===== src/source/mlsu_pkg.sv =====
`default_nettype none

package mlsu_pkg;

  // ----------------------------------------------------------------------
  // Field widths
  // ----------------------------------------------------------------------

  localparam int LANE_W     = 32;
  localparam int INFO_W     = 16;
  localparam int OPC_W      = 2;
  localparam int INST_W     = 32;

  // LSU instruction is the info field sitting above the opcode
  localparam int LSU_INST_W = INFO_W + OPC_W;

  // LSU opcodes
  localparam logic [OPC_W-1:0] OPC_READ  = 2'd1;
  localparam logic [OPC_W-1:0] OPC_WRITE = 2'd2;

  // IEEE-754 single precision exponent bias
  localparam int FP_EXP_BIAS = 127;

  // ----------------------------------------------------------------------
  // Types
  // ----------------------------------------------------------------------

  // One row lane, seen either as FP32 fields or as a signed word
  typedef union packed {
    struct packed {
      logic        sign;
      logic [7:0]  exp;
      logic [22:0] mant;
    } fp;
    logic signed [LANE_W-1:0] int_val;
  } lane_t;

  // Per-path sequencer states
  typedef enum logic [1:0] {
    IDLE  = 2'd0,
    LOAD  = 2'd1,
    EXEC  = 2'd2,
    STORE = 2'd3
  } seq_state_t;

endpackage

`default_nettype wire

===== src/source/mlsu_qdq_top.sv =====
`timescale 1ns/1ps
`default_nettype none

module mlsu_qdq_top import mlsu_pkg::*; #(
  parameter int NUM_LANES = 4,
  parameter int NUM_ROWS  = 4
) (
  input  wire                          clk,
  input  wire                          rstnn,

  // Instruction FIFO and status
  input  wire                          inst_fifo_rready_i,
  input  wire [INST_W-1:0]             inst_fifo_rdata_i,
  output wire                          inst_fifo_rrequest_o,
  output wire                          operation_finish_o,

  // Input matrix LSU
  output wire                          mi_sinst_wvalid_o,
  output wire [LSU_INST_W-1:0]         mi_sinst_wdata_o,
  input  wire                          mi_sinst_wready_i,
  input  wire                          mi_sload_row_wvalid_i,
  input  wire [NUM_LANES*LANE_W-1:0]   mi_sload_row_wdata_i,
  output wire                          mi_sload_row_wready_o,
  input  wire                          mi_sstore_row_rvalid_i,
  output wire                          mi_sstore_row_rready_o,
  output wire                          mi_sstore_row_rlast_o,
  output wire [NUM_LANES*LANE_W-1:0]   mi_sstore_row_rdata_o,

  // Output matrix LSU
  output wire                          mo_sinst_wvalid_o,
  output wire [LSU_INST_W-1:0]         mo_sinst_wdata_o,
  input  wire                          mo_sinst_wready_i,
  input  wire                          mo_sload_row_wvalid_i,
  input  wire [NUM_LANES*LANE_W-1:0]   mo_sload_row_wdata_i,
  output wire                          mo_sload_row_wready_o,
  input  wire                          mo_sstore_row_rvalid_i,
  output wire                          mo_sstore_row_rready_o,
  output wire                          mo_sstore_row_rlast_o,
  output wire [NUM_LANES*LANE_W-1:0]   mo_sstore_row_rdata_o
);

  localparam int ROW_W = NUM_LANES * LANE_W;

  logic [INFO_W-1:0] in_info;
  logic [INFO_W-1:0] out_info;
  logic              start;
  logic              pending;
  logic              q_idle;
  logic              dq_idle;
  logic              both_idle;

  // ----------------------------------------------------------------------
  // Instruction decode and issue
  // ----------------------------------------------------------------------

  // Output info in the upper half, input info in the lower half
  assign in_info  = inst_fifo_rdata_i[INFO_W-1:0];
  assign out_info = inst_fifo_rdata_i[INST_W-1:INFO_W];

  assign both_idle = q_idle & dq_idle;
  assign start = both_idle & ~pending & inst_fifo_rready_i &
                 mi_sinst_wready_i & mo_sinst_wready_i;

  // Sequencers leave IDLE right after start, so this is a single pulse
  assign mi_sinst_wvalid_o = start;
  assign mo_sinst_wvalid_o = start;
  assign mi_sinst_wdata_o  = {in_info, OPC_READ};
  assign mo_sinst_wdata_o  = {out_info, OPC_WRITE};

  // Pop once both paths are back in IDLE
  always_ff @(posedge clk or negedge rstnn) begin
    if (!rstnn) begin
      pending <= 1'b0;
    end else if (start) begin
      pending <= 1'b1;
    end else if (both_idle) begin
      pending <= 1'b0;
    end
  end

  assign inst_fifo_rrequest_o = pending & both_idle;
  assign operation_finish_o   = both_idle & ~pending;

  // ----------------------------------------------------------------------
  // Quantization path
  // ----------------------------------------------------------------------

  logic             q_row_fire;
  logic             q_valid;
  logic [ROW_W-1:0] q_row;
  logic             qa_full;
  logic             qa_done;

  lsu_sequencer #(.NUM_ROWS(NUM_ROWS)) u_q_seq (
    .clk          (clk),
    .rstnn        (rstnn),
    .start_i      (start),
    .row_wvalid_i (mi_sload_row_wvalid_i),
    .row_wready_o (mi_sload_row_wready_o),
    .row_fire_o   (q_row_fire),
    .buf_full_i   (qa_full),
    .store_done_i (qa_done),
    .idle_o       (q_idle)
  );

  fp_quantizer #(.NUM_LANES(NUM_LANES)) u_quant (
    .clk     (clk),
    .rstnn   (rstnn),
    .valid_i (q_row_fire),
    .row_i   (mi_sload_row_wdata_i),
    .valid_o (q_valid),
    .row_o   (q_row)
  );

  row_store_buffer #(.NUM_LANES(NUM_LANES), .NUM_ROWS(NUM_ROWS)) u_qa_buf (
    .clk          (clk),
    .rstnn        (rstnn),
    .wvalid_i     (q_valid),
    .wdata_i      (q_row),
    .full_o       (qa_full),
    .rvalid_i     (mi_sstore_row_rvalid_i),
    .rready_o     (mi_sstore_row_rready_o),
    .rlast_o      (mi_sstore_row_rlast_o),
    .rdata_o      (mi_sstore_row_rdata_o),
    .store_done_o (qa_done)
  );

  // ----------------------------------------------------------------------
  // Dequantization path
  // ----------------------------------------------------------------------

  logic             dq_row_fire;
  logic             dq_valid;
  logic [ROW_W-1:0] dq_row;
  logic             out_full;
  logic             out_done;

  lsu_sequencer #(.NUM_ROWS(NUM_ROWS)) u_dq_seq (
    .clk          (clk),
    .rstnn        (rstnn),
    .start_i      (start),
    .row_wvalid_i (mo_sload_row_wvalid_i),
    .row_wready_o (mo_sload_row_wready_o),
    .row_fire_o   (dq_row_fire),
    .buf_full_i   (out_full),
    .store_done_i (out_done),
    .idle_o       (dq_idle)
  );

  int_dequantizer #(.NUM_LANES(NUM_LANES)) u_dequant (
    .clk     (clk),
    .rstnn   (rstnn),
    .valid_i (dq_row_fire),
    .row_i   (mo_sload_row_wdata_i),
    .valid_o (dq_valid),
    .row_o   (dq_row)
  );

  row_store_buffer #(.NUM_LANES(NUM_LANES), .NUM_ROWS(NUM_ROWS)) u_out_buf (
    .clk          (clk),
    .rstnn        (rstnn),
    .wvalid_i     (dq_valid),
    .wdata_i      (dq_row),
    .full_o       (out_full),
    .rvalid_i     (mo_sstore_row_rvalid_i),
    .rready_o     (mo_sstore_row_rready_o),
    .rlast_o      (mo_sstore_row_rlast_o),
    .rdata_o      (mo_sstore_row_rdata_o),
    .store_done_o (out_done)
  );

endmodule

`default_nettype wire


===== src/source/row_store_buffer.sv =====
`timescale 1ns/1ps
`default_nettype none

module row_store_buffer import mlsu_pkg::*; #(
  parameter int NUM_LANES = 4,
  parameter int NUM_ROWS  = 4
) (
  input  wire                         clk,
  input  wire                         rstnn,
  input  wire                         wvalid_i,
  input  wire  [NUM_LANES*LANE_W-1:0] wdata_i,
  output logic                        full_o,
  input  wire                         rvalid_i,
  output logic                        rready_o,
  output logic                        rlast_o,
  output logic [NUM_LANES*LANE_W-1:0] rdata_o,
  output logic                        store_done_o
);

  localparam int ROW_W = NUM_LANES * LANE_W;
  localparam int CNT_W = $clog2(NUM_ROWS + 1);
  localparam int IDX_W = $clog2(NUM_ROWS);

  logic [ROW_W-1:0] rows_q [NUM_ROWS];
  logic [CNT_W-1:0] wr_cnt;
  logic [CNT_W-1:0] rd_cnt;
  logic             row_write;
  logic             row_move;
  logic             last_move;

  // ----------------------------------------------------------------------
  // Fill side
  // ----------------------------------------------------------------------

  // Writes past full are dropped since the pipeline has no back-pressure
  assign row_write = wvalid_i & ~full_o;
  assign full_o    = (wr_cnt == CNT_W'(NUM_ROWS));

  always_ff @(posedge clk) begin
    if (row_write) begin
      rows_q[wr_cnt[IDX_W-1:0]] <= wdata_i;
    end
  end

  // ----------------------------------------------------------------------
  // Store side
  // ----------------------------------------------------------------------

  // Whole matrix present means rows are waiting to go
  assign rready_o  = full_o;
  assign row_move  = rvalid_i & rready_o;
  assign rlast_o   = rready_o & (rd_cnt == CNT_W'(NUM_ROWS - 1));
  assign last_move = row_move & rlast_o;

  // Held steady while rvalid stays low
  assign rdata_o = rows_q[rd_cnt[IDX_W-1:0]];

  always_ff @(posedge clk or negedge rstnn) begin
    if (!rstnn) begin
      wr_cnt       <= '0;
      rd_cnt       <= '0;
      store_done_o <= 1'b0;
    end else begin
      store_done_o <= last_move;
      if (last_move) begin
        // Empty again for the next matrix
        wr_cnt <= '0;
        rd_cnt <= '0;
      end else begin
        if (row_write) begin
          wr_cnt <= wr_cnt + 1'b1;
        end
        if (row_move) begin
          rd_cnt <= rd_cnt + 1'b1;
        end
      end
    end
  end

endmodule

`default_nettype wire


===== src/source/int_dequantizer.sv =====
`timescale 1ns/1ps
`default_nettype none

module int_dequantizer import mlsu_pkg::*; #(
  parameter int NUM_LANES = 4
) (
  input  wire                        clk,
  input  wire                        rstnn,
  input  wire                        valid_i,
  input  wire [NUM_LANES*LANE_W-1:0] row_i,
  output logic                       valid_o,
  output wire [NUM_LANES*LANE_W-1:0] row_o
);

  localparam int LEAD_W = $clog2(LANE_W);

  logic valid_s1;

  always_ff @(posedge clk or negedge rstnn) begin
    if (!rstnn) begin
      valid_s1 <= 1'b0;
      valid_o  <= 1'b0;
    end else begin
      valid_s1 <= valid_i;
      valid_o  <= valid_s1;
    end
  end

  for (genvar g = 0; g < NUM_LANES; g++) begin : g_lane
    lane_t             lane_in;
    lane_t             lane_out;
    logic [LANE_W-1:0] mag;
    logic [LEAD_W-1:0] lead;
    logic              s1_sign;
    logic              s1_zero;
    logic [LANE_W-1:0] s1_mag;
    logic [LEAD_W-1:0] s1_lead;
    logic [LANE_W-1:0] norm;

    assign lane_in = row_i[g*LANE_W +: LANE_W];
    // Unsigned view keeps -2^31 intact
    assign mag = lane_in.int_val[LANE_W-1] ? -lane_in.int_val : lane_in.int_val;

    // Highest set bit wins
    always_comb begin
      lead = '0;
      for (int b = 0; b < LANE_W; b++) begin
        if (mag[b]) begin
          lead = LEAD_W'(b);
        end
      end
    end

    // Stage 1
    always_ff @(posedge clk) begin
      if (valid_i) begin
        s1_sign <= lane_in.int_val[LANE_W-1];
        s1_zero <= (mag == '0);
        s1_mag  <= mag;
        s1_lead <= lead;
      end
    end

    // Stage 2: leading one to bit 31, low bits dropped
    assign norm = s1_mag << (LEAD_W'(LANE_W - 1) - s1_lead);

    always_ff @(posedge clk) begin
      if (valid_s1) begin
        if (s1_zero) begin
          lane_out <= '0;
        end else begin
          lane_out.fp.sign <= s1_sign;
          lane_out.fp.exp  <= 8'(s1_lead) + 8'(FP_EXP_BIAS);
          lane_out.fp.mant <= norm[LANE_W-2 -: 23];
        end
      end
    end

    assign row_o[g*LANE_W +: LANE_W] = lane_out;
  end

endmodule

`default_nettype wire


===== src/source/fp_quantizer.sv =====
`timescale 1ns/1ps
`default_nettype none

module fp_quantizer import mlsu_pkg::*; #(
  parameter int NUM_LANES = 4
) (
  input  wire                        clk,
  input  wire                        rstnn,
  input  wire                        valid_i,
  input  wire [NUM_LANES*LANE_W-1:0] row_i,
  output logic                       valid_o,
  output wire [NUM_LANES*LANE_W-1:0] row_o
);

  logic valid_s1;

  always_ff @(posedge clk or negedge rstnn) begin
    if (!rstnn) begin
      valid_s1 <= 1'b0;
      valid_o  <= 1'b0;
    end else begin
      valid_s1 <= valid_i;
      valid_o  <= valid_s1;
    end
  end

  for (genvar g = 0; g < NUM_LANES; g++) begin : g_lane
    lane_t      lane_in;
    lane_t      lane_out;
    logic [7:0] unb_exp;
    logic       s1_sign;
    logic       s1_zero;
    logic       s1_sat;
    logic [2:0] s1_shift;
    logic [7:0] s1_sig;
    logic [7:0] mag;
    logic [7:0] q;

    assign lane_in = row_i[g*LANE_W +: LANE_W];
    assign unb_exp = lane_in.fp.exp - 8'(FP_EXP_BIAS);

    // Stage 1: classify, keep the top of the significand
    always_ff @(posedge clk) begin
      if (valid_i) begin
        s1_sign  <= lane_in.fp.sign;
        s1_zero  <= lane_in.fp.exp < 8'(FP_EXP_BIAS);
        // Magnitude of 128 or more, infinity and NaN all land here
        s1_sat   <= lane_in.fp.exp >= 8'(FP_EXP_BIAS + 7);
        s1_shift <= unb_exp[2:0];
        s1_sig   <= {1'b1, lane_in.fp.mant[22:16]};
      end
    end

    // Stage 2: truncate to integer, then clamp
    assign mag = s1_sig >> (3'd7 - s1_shift);

    always_comb begin
      if (s1_sat) begin
        q = s1_sign ? 8'h80 : 8'h7f;
      end else if (s1_zero) begin
        q = '0;
      end else begin
        q = s1_sign ? -mag : mag;
      end
    end

    always_ff @(posedge clk) begin
      if (valid_s1) begin
        lane_out.int_val <= {{(LANE_W-8){q[7]}}, q};
      end
    end

    assign row_o[g*LANE_W +: LANE_W] = lane_out;
  end

endmodule

`default_nettype wire


===== src/source/lsu_sequencer.sv =====
`timescale 1ns/1ps
`default_nettype none

module lsu_sequencer import mlsu_pkg::*; #(
  parameter int NUM_ROWS = 4
) (
  input  wire  clk,
  input  wire  rstnn,
  input  wire  start_i,
  input  wire  row_wvalid_i,
  output logic row_wready_o,
  output logic row_fire_o,
  input  wire  buf_full_i,
  input  wire  store_done_i,
  output logic idle_o
);

  localparam int CNT_W = $clog2(NUM_ROWS + 1);

  seq_state_t       state_q;
  seq_state_t       state_d;
  logic [CNT_W-1:0] row_cnt;

  // ----------------------------------------------------------------------
  // State machine
  // ----------------------------------------------------------------------

  always_comb begin
    state_d = state_q;
    case (state_q)
      IDLE: begin
        if (start_i) begin
          state_d = LOAD;
        end
      end
      // Single setup cycle before rows are taken
      LOAD: state_d = EXEC;
      EXEC: begin
        if (buf_full_i) begin
          state_d = STORE;
        end
      end
      STORE: begin
        if (store_done_i) begin
          state_d = IDLE;
        end
      end
      default: state_d = IDLE;
    endcase
  end

  always_ff @(posedge clk or negedge rstnn) begin
    if (!rstnn) begin
      state_q <= IDLE;
    end else begin
      state_q <= state_d;
    end
  end

  // ----------------------------------------------------------------------
  // Load side
  // ----------------------------------------------------------------------

  assign row_wready_o = (state_q == EXEC) && (row_cnt < CNT_W'(NUM_ROWS));
  assign row_fire_o   = row_wvalid_i & row_wready_o;
  assign idle_o       = (state_q == IDLE);

  // Accepted rows, cleared on the way into EXEC
  always_ff @(posedge clk or negedge rstnn) begin
    if (!rstnn) begin
      row_cnt <= '0;
    end else if (state_q == LOAD) begin
      row_cnt <= '0;
    end else if (row_fire_o) begin
      row_cnt <= row_cnt + 1'b1;
    end
  end

endmodule

`default_nettype wire


===== config.mk =====
export PLATFORM = sky130hd
export DESIGN_NAME = mlsu_qdq_top
export DESIGN_NICKNAME = d
export VERILOG_FILES = /design/src/source/mlsu_pkg.sv /design/src/source/mlsu_qdq_top.sv /design/src/source/row_store_buffer.sv /design/src/source/int_dequantizer.sv /design/src/source/fp_quantizer.sv /design/src/source/lsu_sequencer.sv
export SDC_FILE = /design/constraint.sdc
export NUM_CORES = 1
export LEC_CHECK = 0
export BUFFER_PORTS_ARGS = -buffer_cell sky130_fd_sc_hd__buf_2
export CAP_MARGIN = 20
export CORE_MARGIN = 2
export CORE_UTILIZATION = 25
export DETAILED_ROUTE_END_ITERATION = 10
export PLACE_DENSITY_LB_ADDON = 0.2
export RECOVER_POWER = 100
export SLEW_MARGIN = 20
export SYNTH_ARGS = -nofsm -noshare
export SYNTH_HDL_FRONTEND = slang
export SYNTH_SLANG_ARGS = --single-unit

===== constraint.sdc =====
create_clock -name clk -period 5.2 [get_ports clk]
set_clock_uncertainty 0.05 [all_clocks]
set_input_delay 1.56 -clock clk [delete_from_list [all_inputs] [get_ports clk]]
set_output_delay 1.56 -clock clk [all_outputs]
set_load 0.02 [all_outputs]

==> results.txt <==
----------------------------------------------------
[Run status]
  Status ... complete, but fails checks
  Failing checks ... antenna rules, capacitance limit, slew limit

[Clock network]
  Post-CTS resize count ... 0
  CTS hold repair buffers ... 0
  Maximum root-to-sink buffer count ... 3
  Buffers inserted by post-CTS timing repair ... 0
  Clock sink count ... 1033
  Latest clock arrival within the worst-skew pair ... 770 ps
  CTS H-Tree Depth ... 3
  Clock root cell ... sky130_fd_sc_hd__clkbuf_16
  Number of CTS-inserted buffers ... 116
  TritonCTS clock tree ... built
  Clock transition at the registers of the reported paths ... 60 ps

[Power]
  Power density over the cells ... 482 mW/mm2
  Net switching fraction of the power ... 0.350
  Net switching power figure ... 9.96 mW
  Share of power burned in combinational logic ... 0.301
  Cell leakage power ... 19.3 nW
  Maximum vdd ir drop ... 0.295 mV
  P_int ... 18.5 mW
  Share of power burned in registers ... 0.407
  Clock share of power ... 0.292

[Route]
  Initial drt markers ... 1867
  Post-DR vias/cell ... 4.59
  Pre-Repair DR Iteration Count ... 5
  Vias ... 31.4k
  DRC violation count after routing ... 0
  Antenna Nets Post-Route ... 1
  Wire per inst ... 20.2 um
  Routed wire length ... 138 mm

[Global route]
  Vias in the first global route ... 31.7k
  Initial antenna violation count ... 47
  Total global-route track usage ... 0.130
  Total global routing overflow ... 0
  Wire length of the first global-routing pass ... 208 mm
  Maximum number of pins on one net before global-route repair ... 130

[Floorplanning]
  Num ports ... 599
  Starting Density ... 0.252
  Die Ht ... 456 um
  Full die area ... 0.208 mm2
  Std-Cell Rows ... 165
  Chip Width ... 456 um
  Area of the core ... 0.203 mm2

[Finish]
  Share of cells above drive strength 1 ... 0.175
  P&R area growth vs syn ... 15.7%
  Total Nets Final ... 4395

[STA]
  Accumulated negative setup slack ... 0 ps
  Max-slew violations ... 726
  Period utilization ... 0.891
  Worst Max-Slew Pin Slew ... 3860 ps
  Setup repair after global routing missed its margin ... false
  Number of setup violations in the final report ... 0
  Worst slew margin relative to its limit ... -1.58
  Tmin final ... 4630 ps
  Hold_ws ... 397 ps
  Maximum operating frequency ... 216 MHz
  Final number of hold-violating endpoints ... 0

[Yosys]
  Cell area after synthesis ... 0.0510 mm2
  Post-synthesis simple-gate area fraction ... 0.0943
  Post-synthesis average cell area ... 13.7 um2
  Compound-Gate Fraction of Synth Area ... 0.0825
  Proportion of synthesized flip-flops having asynchronous set or reset ... 0.0281
  Post-synth EDFFs ... 1004
  Post-synth cell types ... 91
  Syn Inst Count ... 3731
  Adder-cell share of the synthesized area ... 0.0115
  Part of the Yosys area used for sequential elements ... 0.605
  Flops & latches, synth ... 1033
  Top_reg_cell synth ... sky130_fd_sc_hd__edfxtp_1
  Multiplexer share of the synthesized area ... 0.138
  Synthesized-area fraction occupied by xor and xnor cells ... 0.0237
  Combinational family with the most area after synthesis ... multiplexers
  Count of synthesis-stage warnings from yosys ... 0

[Worst setup path]
  Critical path's top delay family ... flip-flops
  Worst R2R Start ... u_out_buf.wr_cnt[0]$_DFFE_PN0P_
  Crit. Startpoint ... u_out_buf.rd_cnt[0]$_DFFE_PN0P_
  Count of buffering cells on the critical path with inverters included ... 2
  Req. time, crit path ... 3590 ps
  Slowest library cell on the worst path ... sky130_fd_sc_hd__dfrtp_2
  Critical Path Max Stage Delay ... 920 ps
  Critical path class ... flop to output port
  Arrival time reported for the critical path endpoint ... 3020 ps
  Cell-by-cell trace of the critical path ... buf_4 -> mux4_2 -> clkbuf_1
  Highest net fanout along the worst path ... 18
  Crit. End Element ... output port
  Startpoint Class ... flop

[Min path]
  Path category of the worst min-delay check ... flop to flop
  Startpoint of the worst hold path ... u_dequant.g_lane[3].lane_out[15]$_SDFFCE_PP0P_

[Placement]
  Buffers added on ports ... 466
  Half-perimeter wire length after placement ... 97.7 mm
  Weighted congestion at the end of routability-driven global placement ... 0.822

[Run]
  Number of violations of the max-capacitance limit ... 15

----------------------------------------------------
[sequential cells by signal, indices dropped and copies added (netlist names), 2 cells and up]
| name | count |
|---|---|
| u_dequant.g_lane.lane_out | 128 |
| u_dequant.g_lane.s1_lead | 20 |
| u_dequant.g_lane.s1_mag | 124 |
| u_dequant.g_lane.s1_sign | 4 |
| u_dequant.g_lane.s1_zero | 4 |
| u_dq_seq.row_cnt | 3 |
| u_dq_seq.state_q | 2 |
| u_out_buf.rd_cnt | 3 |
| u_out_buf.rows_q | 512 |
| u_out_buf.wr_cnt | 3 |
| u_q_seq.row_cnt | 3 |
| u_q_seq.state_q | 2 |
| u_qa_buf.rd_cnt | 3 |
| u_qa_buf.rows_q | 128 |
| u_qa_buf.wr_cnt | 3 |
| u_quant.g_lane.lane_out | 32 |
| u_quant.g_lane.s1_sat | 4 |
| u_quant.g_lane.s1_shift | 12 |
| u_quant.g_lane.s1_sig | 28 |
| u_quant.g_lane.s1_sign | 4 |
| u_quant.g_lane.s1_zero | 4 |
[power by group through the flow]
stage | registers (mW) | logic (mW) | clock network [mW]
2_1_floorplan | 11.3 | 6.57 | 0
3_3_place_gp | 11.7 | 9.07 | 0
3_5_place_dp | 11.7 | 9.06 | 0
4_1_cts | 11.5 | 9.08 | 8.61
5_1_grt | 11.7 | 9.28 | 8.90
6_report | 11.6 | 8.54 | 8.31
[final timing paths]
path | endpoint | slack, ps | cells after the start
hold / removal | u_out_buf.rows_q[1][111]$_DFFE_PP_ | 400 | 0
min in group asynchronous | u_q_seq.row_cnt[0]$_DFFE_PN0P_ | 1250 | 1
setup reg to reg | u_out_buf.rows_q[1][4]$_DFFE_PP_ | 800 | 5
hold reg to reg | u_out_buf.rows_q[1][111]$_DFFE_PP_ | 400 | 0
setup / recovery | mo_sstore_row_rdata_o[6] | 570 | 3
max in group asynchronous | u_out_buf.rd_cnt[1]$_DFFE_PN0P_ | 2470 | 1
[cells by family (layout without fill, tap and decap cells)]
group,count (synthesis),in the layout
AOI/OAI and AO/OA,640,640
xor gates and xnor gates,138,138
adders and majority gates,47,47
buffers and inverters,465,882
DFF,1033,1033
muxes,426,426
other,2,24
and+or+nand+nor,980,980
[per-layer routing]
metal / wire, um / global-route usage / vias up
met5: 101 / 0 / -
met1: 60900 / 0.168 / 15691
met4: 3990 / 0.0403 / 16
li1: - / - / 14935
met3: 5000 / 0.0223 / 230
met2: 67900 / 0.222 / 537
[cell type report]
cell class / count / area, um2
multi-input combinational: 2235 / 17800
sequential: 1033 / 30900
clock inverter: 72 / 857
timing repair buffer: 556 / 2650
clock buffer: 145 / 3030
tap: 2672 / 3340
antenna: 20 / 50.0
fill: 20642 / 144000
inverter: 109 / 409
[cells in the final DEF, fill, tap and decap left out, types with 39 or more instances in the layout]
cell                        count
sky130_fd_sc_hd__inv_1        103
sky130_fd_sc_hd__nor3_1        54
sky130_fd_sc_hd__edfxtp_1    1004
sky130_fd_sc_hd__buf_4         40
sky130_fd_sc_hd__o21ai_0      177
sky130_fd_sc_hd__clkbuf_16    116
sky130_fd_sc_hd__nor2b_1       46
sky130_fd_sc_hd__a211oi_1      43
sky130_fd_sc_hd__buf_2        189
sky130_fd_sc_hd__xor2_1        39
sky130_fd_sc_hd__nor2_1       264
sky130_fd_sc_hd__mux2_2        53
sky130_fd_sc_hd__ha_1          47
sky130_fd_sc_hd__mux2i_1      137
sky130_fd_sc_hd__a21oi_1      113
sky130_fd_sc_hd__clkbuf_1     339
sky130_fd_sc_hd__o31ai_1       52
sky130_fd_sc_hd__xnor2_1       99
sky130_fd_sc_hd__nand3_1       63
sky130_fd_sc_hd__nand2_1      291
sky130_fd_sc_hd__mux4_2       215
[through the flow]
stage / total power, mW / setup slack, ps / instance area (um2) / instances / util
global placement: 20.7 / 443 / 55700 / 6605 / 0.275
finish: 28.4 / 569 / 59000 / 6842 / 0.291
CTS: 29.2 / 668 / 59600 / 6822 / 0.294
floorplan: 17.9 / 13.1 / 51000 / 3733 / -
global route: 29.9 / 338 / 59000 / 6831 / 0.291
detailed placement: 20.8 / 387 / 55700 / 6605 / 0.275
[cells in the mapped netlist (32+ instances only)]
master	count	area (um2)
sky130_fd_sc_hd__clkbuf_1	162	608
sky130_fd_sc_hd__o21ai_0	176	881
sky130_fd_sc_hd__mux4_2	215	4840
sky130_fd_sc_hd__nand2_1	291	1090
sky130_fd_sc_hd__a21oi_1	113	566
sky130_fd_sc_hd__nor2_1	264	991
sky130_fd_sc_hd__nand2b_1	36	225
sky130_fd_sc_hd__o31ai_1	51	383
sky130_fd_sc_hd__xnor2_1	99	867
sky130_fd_sc_hd__xor2_1	39	342
sky130_fd_sc_hd__buf_4	133	998
sky130_fd_sc_hd__nand3_1	63	315
sky130_fd_sc_hd__buf_1	57	214
sky130_fd_sc_hd__or3_1	32	200
sky130_fd_sc_hd__inv_1	103	387
sky130_fd_sc_hd__a211oi_1	43	323
sky130_fd_sc_hd__mux2_2	74	833
sky130_fd_sc_hd__mux2i_1	137	1370
sky130_fd_sc_hd__edfxtp_1	1004	30100
sky130_fd_sc_hd__nor2b_1	46	288
sky130_fd_sc_hd__ha_1	47	588
sky130_fd_sc_hd__nor3_1	52	260
[worst reg2reg max path, cell delays in order (launching register included)]
cell and delay (ps):
sky130_fd_sc_hd__dfrtp_1 380, sky130_fd_sc_hd__inv_1 100, sky130_fd_sc_hd__ha_1 230, sky130_fd_sc_hd__nand2_1 290, sky130_fd_sc_hd__and3_1 2260, sky130_fd_sc_hd__buf_4 720
No activity file was read; power rests on OpenSTA's default activity.
